### config.mk
export PLATFORM = sky130hd
export DESIGN_NAME = seq_store_top
export DESIGN_NICKNAME = d
export VERILOG_FILES = /design/src/logic/store_pkg.sv /design/src/logic/seq_store_top.sv /design/src/logic/w_beat_fifo.sv /design/src/logic/beat_packer.sv /design/src/logic/store_commit_fsm.sv /design/src/logic/nibble_cursor.sv /design/src/logic/seq_buffer.sv
export SDC_FILE = /design/constraint.sdc
export NUM_CORES = 1
export LEC_CHECK = 0
export ABC_AREA = 1
export BUFFER_PORTS_ARGS = -buffer_cell sky130_fd_sc_hd__buf_2
export CAP_MARGIN = 0
export CELL_PAD_IN_SITES_DETAIL_PLACEMENT = 0
export CELL_PAD_IN_SITES_GLOBAL_PLACEMENT = 1
export CORE_MARGIN = 4
export CORE_UTILIZATION = 50
export DETAILED_ROUTE_END_ITERATION = 7
export PLACE_DENSITY_LB_ADDON = 0.1
export RECOVER_POWER = 100
export SYNTH_ARGS = -nofsm -noshare
export SYNTH_HDL_FRONTEND = slang
export SYNTH_SLANG_ARGS = --single-unit
### constraint.sdc
create_clock -name clk_i -period 13.4 [get_ports clk_i]
set_clock_uncertainty 0.15 [all_clocks]
set_input_delay 1.34 -clock clk_i [delete_from_list [all_inputs] [get_ports clk_i]]
set_output_delay 1.34 -clock clk_i [all_outputs]
set_load 0.03 [all_outputs]
### src/logic/store_pkg.sv
// Shared sizes and packed structs for the vector store data path
// Covers sequential entries, per-beat control, meta, W beats and internal commands

`default_nettype none

package store_pkg;

  // ==========================================================================
  // Bus and buffer sizes
  // ==========================================================================
  localparam int unsigned BUS_NIBBLES = 16;
  localparam int unsigned BUS_BYTES   = 8;
  localparam int unsigned BUS_NB_W    = 4;
  localparam int unsigned SEQ_NIBBLES = 32;
  localparam int unsigned SEQ_NB_W    = 5;

  // ==========================================================================
  // External words
  // ==========================================================================

  // One deshuffled entry of two 64-bit lanes
  typedef struct packed {
    logic [SEQ_NIBBLES-1:0][3:0] nb;
    logic [SEQ_NIBBLES-1:0]      en;
  } seq_entry_t;

  // Control for one bus beat
  typedef struct packed {
    logic [BUS_NB_W-1:0] addr_off;
    logic                is_head;
    logic [BUS_NB_W:0]   lbn;
    logic                is_last;
    logic                is_final;
  } txn_beat_t;

  // Request meta with eew as log2 of the element size in bytes
  typedef struct packed {
    logic [7:0] vstart;
    logic [1:0] eew;
  } meta_t;

  typedef struct packed {
    logic [4*BUS_NIBBLES-1:0] data;
    logic [BUS_BYTES-1:0]     strb;
    logic                     last;
  } w_beat_t;

  // ==========================================================================
  // Internal commands
  // ==========================================================================
  typedef struct packed {
    logic                load;
    logic [SEQ_NB_W-1:0] load_ptr;
    logic                advance;
    logic [BUS_NB_W:0]   adv_cnt;
    logic                bus_clear;
    logic                seq_clear;
  } cursor_cmd_t;

  // Bus window [start, upper) filled from the entry at seq_ptr
  typedef struct packed {
    logic [BUS_NB_W:0]   start;
    logic [BUS_NB_W:0]   upper;
    logic [SEQ_NB_W-1:0] seq_ptr;
  } pack_win_t;

endpackage

`default_nettype wire
### src/logic/seq_store_top.sv
// Top level of the sequential store data path
// Connects entry buffer, cursor, commit FSM, packer and W beat FIFO

`timescale 1ns/1ps
`default_nettype none

module seq_store_top (
  input  wire logic                  clk_i,
  input  wire logic                  rst_ni,

  input  wire logic                  rx_deshfu_valid_i,
  output logic                       rx_deshfu_ready_o,
  input  wire store_pkg::seq_entry_t rx_deshfu_i,

  input  wire logic                  txn_valid_i,
  output logic                       txn_ready_o,
  input  wire store_pkg::txn_beat_t  txn_i,

  input  wire logic                  meta_valid_i,
  output logic                       meta_ready_o,
  input  wire store_pkg::meta_t      meta_i,

  output logic                       axi_w_valid_o,
  input  wire logic                  axi_w_ready_i,
  output store_pkg::w_beat_t         axi_w_o
);

  store_pkg::seq_entry_t          head;
  store_pkg::cursor_cmd_t         cursor_cmd;
  store_pkg::pack_win_t           win;
  store_pkg::w_beat_t             packed_beat;
  logic                           head_valid;
  logic                           seq_deq;
  logic                           fifo_push;
  logic                           fifo_merge;
  logic                           fifo_full;
  logic [store_pkg::BUS_NB_W:0]   bus_cnt;
  logic [store_pkg::SEQ_NB_W-1:0] seq_ptr;

  seq_buffer u_seq_buffer (
    .clk_i        (clk_i),
    .rst_ni       (rst_ni),
    .rx_valid_i   (rx_deshfu_valid_i),
    .rx_ready_o   (rx_deshfu_ready_o),
    .rx_entry_i   (rx_deshfu_i),
    .deq_i        (seq_deq),
    .head_valid_o (head_valid),
    .head_o       (head)
  );

  nibble_cursor u_nibble_cursor (
    .clk_i     (clk_i),
    .rst_ni    (rst_ni),
    .cmd_i     (cursor_cmd),
    .bus_cnt_o (bus_cnt),
    .seq_ptr_o (seq_ptr)
  );

  store_commit_fsm u_store_commit_fsm (
    .clk_i        (clk_i),
    .rst_ni       (rst_ni),
    .meta_valid_i (meta_valid_i),
    .meta_ready_o (meta_ready_o),
    .meta_i       (meta_i),
    .txn_valid_i  (txn_valid_i),
    .txn_ready_o  (txn_ready_o),
    .txn_i        (txn_i),
    .head_valid_i (head_valid),
    .fifo_full_i  (fifo_full),
    .bus_cnt_i    (bus_cnt),
    .seq_ptr_i    (seq_ptr),
    .cursor_cmd_o (cursor_cmd),
    .win_o        (win),
    .seq_deq_o    (seq_deq),
    .fifo_push_o  (fifo_push),
    .fifo_merge_o (fifo_merge)
  );

  beat_packer u_beat_packer (
    .win_i       (win),
    .entry_i     (head),
    .beat_last_i (txn_i.is_last),
    .beat_o      (packed_beat)
  );

  w_beat_fifo u_w_beat_fifo (
    .clk_i     (clk_i),
    .rst_ni    (rst_ni),
    .merge_i   (fifo_merge),
    .push_i    (fifo_push),
    .beat_i    (packed_beat),
    .full_o    (fifo_full),
    .w_valid_o (axi_w_valid_o),
    .w_ready_i (axi_w_ready_i),
    .w_o       (axi_w_o)
  );

endmodule

`default_nettype wire

### src/logic/w_beat_fifo.sv
// W beat FIFO with a staging register for split beats
// Two-deep ring whose head drives the AXI W channel

`timescale 1ns/1ps
`default_nettype none

module w_beat_fifo (
  input  wire logic               clk_i,
  input  wire logic               rst_ni,

  input  wire logic               merge_i,
  input  wire logic               push_i,
  input  wire store_pkg::w_beat_t beat_i,
  output logic                    full_o,

  // AXI W
  output logic                    w_valid_o,
  input  wire logic               w_ready_i,
  output store_pkg::w_beat_t      w_o
);

  store_pkg::w_beat_t stage_q;
  store_pkg::w_beat_t merged;
  store_pkg::w_beat_t ring_q [2];

  // Bit 1 is the wrap flag
  logic [1:0] wr_ptr_q;
  logic [1:0] rd_ptr_q;
  logic       empty;
  logic       pop;

  // Parts of a split beat occupy disjoint nibbles, so OR joins them
  assign merged = stage_q | beat_i;

  assign empty  = wr_ptr_q == rd_ptr_q;
  assign full_o = (wr_ptr_q[0] == rd_ptr_q[0]) && (wr_ptr_q[1] != rd_ptr_q[1]);

  assign w_valid_o = !empty;
  assign w_o       = ring_q[rd_ptr_q[0]];
  assign pop       = w_valid_o && w_ready_i;

  always_ff @(posedge clk_i or negedge rst_ni) begin
    if (!rst_ni) begin
      stage_q  <= '0;
      wr_ptr_q <= '0;
      rd_ptr_q <= '0;
    end else begin
      if (push_i) begin
        stage_q  <= '0;
        wr_ptr_q <= wr_ptr_q + 2'd1;
      end else if (merge_i) begin
        stage_q <= merged;
      end
      if (pop) begin
        rd_ptr_q <= rd_ptr_q + 2'd1;
      end
    end
  end

  always_ff @(posedge clk_i) begin
    if (push_i) begin
      ring_q[wr_ptr_q[0]] <= merged;
    end
  end

endmodule

`default_nettype wire

### src/logic/beat_packer.sv
// Beat packer for the store path
// Moves a window of entry nibbles onto the bus and derives byte strobes

`timescale 1ns/1ps
`default_nettype none

module beat_packer (
  input  wire store_pkg::pack_win_t  win_i,
  input  wire store_pkg::seq_entry_t entry_i,
  input  wire logic                  beat_last_i,
  output store_pkg::w_beat_t         beat_o
);

  logic [store_pkg::BUS_NIBBLES-1:0][3:0] nb;
  logic [store_pkg::BUS_NIBBLES-1:0]      en;
  logic [store_pkg::SEQ_NB_W-1:0]         idx;

  always_comb begin
    nb  = '0;
    en  = '0;
    idx = '0;
    for (int i = 0; i < store_pkg::BUS_NIBBLES; i++) begin
      if ((i >= win_i.start) && (i < win_i.upper)) begin
        // Bus nibble i maps to entry nibble i - start + seq_ptr
        idx   = store_pkg::SEQ_NB_W'(i) - win_i.start + win_i.seq_ptr;
        nb[i] = entry_i.nb[idx];
        en[i] = entry_i.en[idx];
      end
    end
  end

  // A byte is written if either of its nibbles is enabled
  always_comb begin
    beat_o.strb = '0;
    for (int k = 0; k < store_pkg::BUS_BYTES; k++) begin
      beat_o.strb[k] = en[2*k] | en[2*k+1];
    end
  end

  assign beat_o.data = nb;
  assign beat_o.last = beat_last_i;

endmodule

`default_nettype wire

### src/logic/store_commit_fsm.sv
// Commit state machine for the sequential store path
// Holds the meta register, decides each commit step and splits beats across entries

`timescale 1ns/1ps
`default_nettype none

module store_commit_fsm (
  input  wire logic                       clk_i,
  input  wire logic                       rst_ni,

  input  wire logic                       meta_valid_i,
  output logic                            meta_ready_o,
  input  wire store_pkg::meta_t           meta_i,

  input  wire logic                       txn_valid_i,
  output logic                            txn_ready_o,
  input  wire store_pkg::txn_beat_t       txn_i,

  input  wire logic                       head_valid_i,
  input  wire logic                       fifo_full_i,
  input  wire logic [store_pkg::BUS_NB_W:0]   bus_cnt_i,
  input  wire logic [store_pkg::SEQ_NB_W-1:0] seq_ptr_i,

  output store_pkg::cursor_cmd_t          cursor_cmd_o,
  output store_pkg::pack_win_t            win_o,
  output logic                            seq_deq_o,
  output logic                            fifo_push_o,
  output logic                            fifo_merge_o
);

  typedef enum logic {
    IDLE,
    COMMIT
  } state_e;

  state_e state_q;
  state_e state_d;

  store_pkg::meta_t meta_q;
  logic             meta_full_q;
  logic             meta_take;
  logic [11:0]      vstart_nb;

  logic [store_pkg::BUS_NB_W:0] lower;
  logic [store_pkg::BUS_NB_W:0] upper;
  logic [store_pkg::BUS_NB_W:0] bus_need;
  logic [store_pkg::BUS_NB_W:0] start;
  logic [store_pkg::BUS_NB_W:0] commit_cnt;
  logic [store_pkg::SEQ_NB_W:0] seq_left;
  logic                         step;
  logic                         split;
  logic                         exact;

  // ==========================================================================
  // Meta register
  // ==========================================================================
  assign meta_ready_o = !meta_full_q;
  assign meta_take    = (state_q == IDLE) && txn_valid_i && meta_full_q;

  // First nibble of the request as vstart scaled to nibbles
  assign vstart_nb = {4'b0, meta_q.vstart} << ({1'b0, meta_q.eew} + 3'd1);

  always_ff @(posedge clk_i or negedge rst_ni) begin
    if (!rst_ni) begin
      meta_full_q <= 1'b0;
    end else if (meta_valid_i && meta_ready_o) begin
      meta_full_q <= 1'b1;
    end else if (meta_take) begin
      meta_full_q <= 1'b0;
    end
  end

  always_ff @(posedge clk_i) begin
    if (meta_valid_i && meta_ready_o) begin
      meta_q <= meta_i;
    end
  end

  // ==========================================================================
  // Step arithmetic
  // ==========================================================================
  assign lower    = txn_i.is_head ? {1'b0, txn_i.addr_off} : '0;
  assign upper    = txn_i.is_last ? txn_i.lbn
                                  : (store_pkg::BUS_NB_W + 1)'(store_pkg::BUS_NIBBLES);
  assign bus_need = upper - lower - bus_cnt_i;
  assign seq_left = (store_pkg::SEQ_NB_W + 1)'(store_pkg::SEQ_NIBBLES) - {1'b0, seq_ptr_i};
  assign split    = {1'b0, bus_need} > seq_left;
  assign exact    = {1'b0, bus_need} == seq_left;

  // Split only happens when the entry holds fewer than a full beat
  assign commit_cnt = split ? seq_left[store_pkg::BUS_NB_W:0] : bus_need;
  assign start      = lower + bus_cnt_i;
  assign step       = (state_q == COMMIT) && head_valid_i && !fifo_full_i && txn_valid_i;

  assign win_o.start   = start;
  assign win_o.upper   = start + commit_cnt;
  assign win_o.seq_ptr = seq_ptr_i;

  always_comb begin
    state_d      = state_q;
    cursor_cmd_o = '0;
    seq_deq_o    = 1'b0;
    fifo_push_o  = 1'b0;
    fifo_merge_o = 1'b0;
    txn_ready_o  = 1'b0;

    if (meta_take) begin
      cursor_cmd_o.load     = 1'b1;
      cursor_cmd_o.load_ptr = vstart_nb[store_pkg::SEQ_NB_W-1:0];
      state_d               = COMMIT;
    end

    if (step) begin
      cursor_cmd_o.advance = 1'b1;
      cursor_cmd_o.adv_cnt = commit_cnt;
      if (split) begin
        // Take the rest of this entry, finish the beat from the next one
        cursor_cmd_o.seq_clear = 1'b1;
        seq_deq_o              = 1'b1;
        fifo_merge_o           = 1'b1;
      end else begin
        cursor_cmd_o.bus_clear = 1'b1;
        fifo_push_o            = 1'b1;
        txn_ready_o            = 1'b1;
        // Leftover nibbles after the final beat are dropped
        if (exact || txn_i.is_final) begin
          cursor_cmd_o.seq_clear = 1'b1;
          seq_deq_o              = 1'b1;
        end
        if (txn_i.is_final) begin
          state_d = IDLE;
        end
      end
    end
  end

  always_ff @(posedge clk_i or negedge rst_ni) begin
    if (!rst_ni) begin
      state_q <= IDLE;
    end else begin
      state_q <= state_d;
    end
  end

endmodule

`default_nettype wire

### src/logic/nibble_cursor.sv
// Nibble cursor for the store commit path
// Tracks nibbles placed in the current bus beat and the read pointer in the head entry

`timescale 1ns/1ps
`default_nettype none

module nibble_cursor (
  input  wire logic                       clk_i,
  input  wire logic                       rst_ni,
  input  wire store_pkg::cursor_cmd_t     cmd_i,
  output logic [store_pkg::BUS_NB_W:0]    bus_cnt_o,
  output logic [store_pkg::SEQ_NB_W-1:0]  seq_ptr_o
);

  logic [store_pkg::BUS_NB_W:0]   bus_cnt_q;
  logic [store_pkg::BUS_NB_W:0]   bus_cnt_d;
  logic [store_pkg::SEQ_NB_W-1:0] seq_ptr_q;
  logic [store_pkg::SEQ_NB_W-1:0] seq_ptr_d;

  always_comb begin
    bus_cnt_d = bus_cnt_q;
    seq_ptr_d = seq_ptr_q;

    if (cmd_i.load) begin
      bus_cnt_d = '0;
      seq_ptr_d = cmd_i.load_ptr;
    end else begin
      if (cmd_i.advance) begin
        bus_cnt_d = bus_cnt_q + cmd_i.adv_cnt;
        // Pointer wraps modulo the entry size
        seq_ptr_d = seq_ptr_q + cmd_i.adv_cnt[store_pkg::SEQ_NB_W-1:0];
      end
      // Clears win over the advance
      if (cmd_i.bus_clear) begin
        bus_cnt_d = '0;
      end
      if (cmd_i.seq_clear) begin
        seq_ptr_d = '0;
      end
    end
  end

  always_ff @(posedge clk_i or negedge rst_ni) begin
    if (!rst_ni) begin
      bus_cnt_q <= '0;
      seq_ptr_q <= '0;
    end else begin
      bus_cnt_q <= bus_cnt_d;
      seq_ptr_q <= seq_ptr_d;
    end
  end

  assign bus_cnt_o = bus_cnt_q;
  assign seq_ptr_o = seq_ptr_q;

endmodule

`default_nettype wire

### src/logic/seq_buffer.sv
// Two-slot ping-pong buffer for sequential entries
// Pointers carry a wrap flag so full and empty can be told apart

`timescale 1ns/1ps
`default_nettype none

module seq_buffer (
  input  wire logic                 clk_i,
  input  wire logic                 rst_ni,

  // Entries from the deshuffle unit
  input  wire logic                 rx_valid_i,
  output logic                      rx_ready_o,
  input  wire store_pkg::seq_entry_t rx_entry_i,

  // Head slot towards the commit logic
  input  wire logic                 deq_i,
  output logic                      head_valid_o,
  output store_pkg::seq_entry_t     head_o
);

  store_pkg::seq_entry_t slot_q [2];

  // Bit 1 is the wrap flag, bit 0 selects the slot
  logic [1:0] enq_ptr_q;
  logic [1:0] deq_ptr_q;
  logic       same_slot;
  logic       empty;
  logic       full;
  logic       enq;

  assign same_slot = enq_ptr_q[0] == deq_ptr_q[0];
  assign empty     = same_slot && (enq_ptr_q[1] == deq_ptr_q[1]);
  assign full      = same_slot && (enq_ptr_q[1] != deq_ptr_q[1]);

  assign rx_ready_o = !full;
  assign enq        = rx_valid_i && rx_ready_o;

  assign head_valid_o = !empty;
  assign head_o       = slot_q[deq_ptr_q[0]];

  always_ff @(posedge clk_i or negedge rst_ni) begin
    if (!rst_ni) begin
      enq_ptr_q <= '0;
      deq_ptr_q <= '0;
    end else begin
      if (enq) begin
        enq_ptr_q <= enq_ptr_q + 2'd1;
      end
      if (deq_i) begin
        deq_ptr_q <= deq_ptr_q + 2'd1;
      end
    end
  end

  // Slot storage
  always_ff @(posedge clk_i) begin
    if (enq) begin
      slot_q[enq_ptr_q[0]] <= rx_entry_i;
    end
  end

endmodule

`default_nettype wire

==> results.cfg <==
[run_status]
status = finished with violations
violations = capacitance limit, slew limit

[cells_and_area]
n_antenna_cell = 0
drive_gt1_share_pct = 5.88
multi_input_area_mm2 = 0.0149
nets = 4531
seqCellArea_mm2 = 0.0165
fillerInstances = 6236
area_delta_synth_final_pct = 10.3

[logic_synthesis]
synth_edf_count = 473
synthXorXnorAreaFrac_pct = 1.05
synth_top_area_cell = edfxtp_1
synth_top_family_by_area = simple AND/OR/NAND/NOR gates
synth_ff_type = edfxtp_1
netlist_instances = 4115
synth_cell_type_count = 52
ys_seq_area_share_pct = 49.5
synth_adder_area_share_pct = 3.05
synth_top_area_share_pct = 42.5
synth_area_leaders = edfxtp_1 (43%), nand3_1 (16%), nand2_1 (15%), dfrtp_1 (7.0%), inv_1 (2.7%)
yosys_warnings = 0
ys_ff_latch = 566
syn_avg_cell_area_um2 = 8.12
synthSimpleGateAreaFrac_pct = 35.5
synth_compound_area_share_pct = 4.95
synth_nets = 4373
synth-async-reset-ratio_pct = 16.4
synthMuxAreaShare_pct = 0.0300
syn_area_mm2 = 0.0334

[grt]
grt_pass1_wl_um = 180000
use_met1_pct = 47.2
met3_usage_pct = 8.06
grt_max_degree = 99
grt.overflow.total = 0
grt_busiest_layer = met2
gr-usage-met2_pct = 52.0
grt_antenna_before_repair = 2
grt_pass1_vias = 28100
grt_usage_pct = 33.9

[drt]
viasPerCell = 5.88
wl_um = 122000
drc_errors = 0
wl_per_cell_um = 23.6
detail-route-antenna-nets = 0
drt-initial-drc-count = 3635
dr.pass1.iters = 7
vias = 30500

[clocking]
cts_resized = 0
insertion_delay_ns = 0.63
clock_sinks = 566
hold_buffers = 0
htree_levels = 2
post_cts_buffers = 0
numCtsBuffers = 58
cts_tree = done
cts_root_buf = clkbuf_16
clk_path_buf_depth = 3
path_clk_slew_ns = 0.06

[timing]
rsz0062_at_grt = false
tightest_slew_ns = 4.18
hold_ws_ns = 0.334
relSlewSlack_pct = -179
setup_viol = 0
period_needed_ns = 9.14
drv_slew = 779
fmax_mhz = 109
fin_tns_setup_ns = 0
finalHoldViolCount = 0
period_share_pct = 68.2

[placed_design]
io_buffer_count = 261
finalWeightedCongestion = 1.03
hpwlAfterDp_um = 89800

[floorplan]
core_area_mm2 = 0.0660
ios = 265
fp-row-count = 94
initial_core_util_pct = 50.6
die-height_um = 266
die_area_mm2 = 0.0710
dieWidth_um = 266

[setup_path]
path_class = primary input to flip-flop
critPathCaptureType = flip-flop
worstPathRequired_ns = 13.39
start_kind = primary input
path_max_fanout = 56
cp.arrival_ns = 9.14

[hold_path]
hold_class = flip-flop to flip-flop

[job]
max_cap_viol_count = 15
[final cells by class]
| cell class | instances | area share, % |
|---|---|---|
| clock buffers | 70 | 4.23 |
| repair buffers | 309 | 3.76 |
| multi-input cells | 3075 | 40.4 |
| inverters | 263 | 2.70 |
| well taps | 864 | 2.94 |
| flip-flops and latches | 566 | 44.9 |
| clock inverters | 40 | 1.11 |
[path summary, 6_finish.rpt]
kind,end,cells after the start,slack (ns),from
min in group asynchronous,u_w_beat_fifo.stage_q[0],1,1.40,rst_ni
min reg2reg,u_seq_buffer.enq_ptr_q[1],1,0.33,u_seq_buffer.enq_ptr_q[1]
min,u_seq_buffer.enq_ptr_q[1],1,0.33,u_seq_buffer.enq_ptr_q[1]
max,u_w_beat_fifo.ring_q[1][29],18,4.26,txn_i[1]
max in group asynchronous,u_w_beat_fifo.stage_q[13],2,8.02,rst_ni
max reg2reg,u_w_beat_fifo.ring_q[1][29],16,4.79,u_nibble_cursor.bus_cnt_o[2]
[worst max-delay path: stages]
cell and delay [ns]:
clkbuf_1 0.22, nand2_1 0.08, inv_1 0.07, fa_1 0.41
ha_1 0.36, a21oi_1 0.14, o21ai_0 0.11, xnor2_1 0.16
inv_1 0.07, ha_1 0.27, nand2_1 0.06, nor2_1 0.13
nand3_1 0.17, nand3_1 0.29, nand2_1 0.26, clkbuf_1 0.90
nor2_1 1.71, clkbuf_1 2.30
[registers in the layout, indices dropped and copies added, names as in the netlist]
| signal | count |
|---|---|
| u_seq_buffer.slot_q | 320 |
| u_w_beat_fifo.ring_q | 146 |
| u_w_beat_fifo.stage_q | 73 |
| u_store_commit_fsm.meta_q | 7 |
| u_nibble_cursor.bus_cnt_o | 5 |
| u_nibble_cursor.seq_ptr_o | 5 |
| u_seq_buffer.deq_ptr_q | 2 |
| u_seq_buffer.enq_ptr_q | 2 |
| u_w_beat_fifo.rd_ptr_q | 2 |
| u_w_beat_fifo.wr_ptr_q | 2 |
| u_store_commit_fsm.meta_full_q | 1 |
| u_store_commit_fsm.state_q | 1 |
[placed cells by master (no fill, tap or decap), drive strengths merged, types with 32 or more instances in the layout]
master / count
ha: 51
nand3: 1101
o211ai: 56
nand2: 1355
clkinv: 39
clkbuf: 269
inv: 255
nand4: 32
nor2: 155
buf: 110
dfrtp: 93
a21oi: 101
o21ai: 102
edfxtp: 473
[layer usage]
metal | wire length, um | part of all wire, %
met1 | 50500 | 41
met2 | 53700 | 44
met3 | 12800 | 10
met4 | 5480 | 4.5
met5 | 13 | 0.011
[kinds of logic after synthesis]
family | after synthesis
simple gates | 2683
flops | 566
buf+inv | 474
compound gates | 282
fa+ha+maj | 70
xor+xnor | 39
mux | 1
[per-stage QoR]
stage	worst slack (ns)	area, um^2	utilization [%]	instances
finish	4.26	36800	55.8	5187
global route	3.45	36800	55.8	5187
CTS	6.57	37200	56.4	5187
detailed placement	5.95	35200	53.4	5077
global placement	6.01	35200	53.4	5077
floorplan	4.42	33400	-	4115
[synthesized netlist by cell type, drive strengths merged, types with 3 or more instances]
master  instances
nand2        1355
nand3        1101
edfxtp        473
a21oi         101
nand3b          5
fa             19
a22oi           3
nand4          32
nor2          155
o21ai         102
clkbuf        108
or2            10
o211ai         56
inv           253
o21bai          5
xor2           26
buf           103
o22ai           3
and2           23
dfrtp          93
ha             51
xnor2          13
a31oi           6
clkinv         10
Power is not shown: default switching activity piles up to over one toggle a cycle in this logic, so the estimate is an artifact.
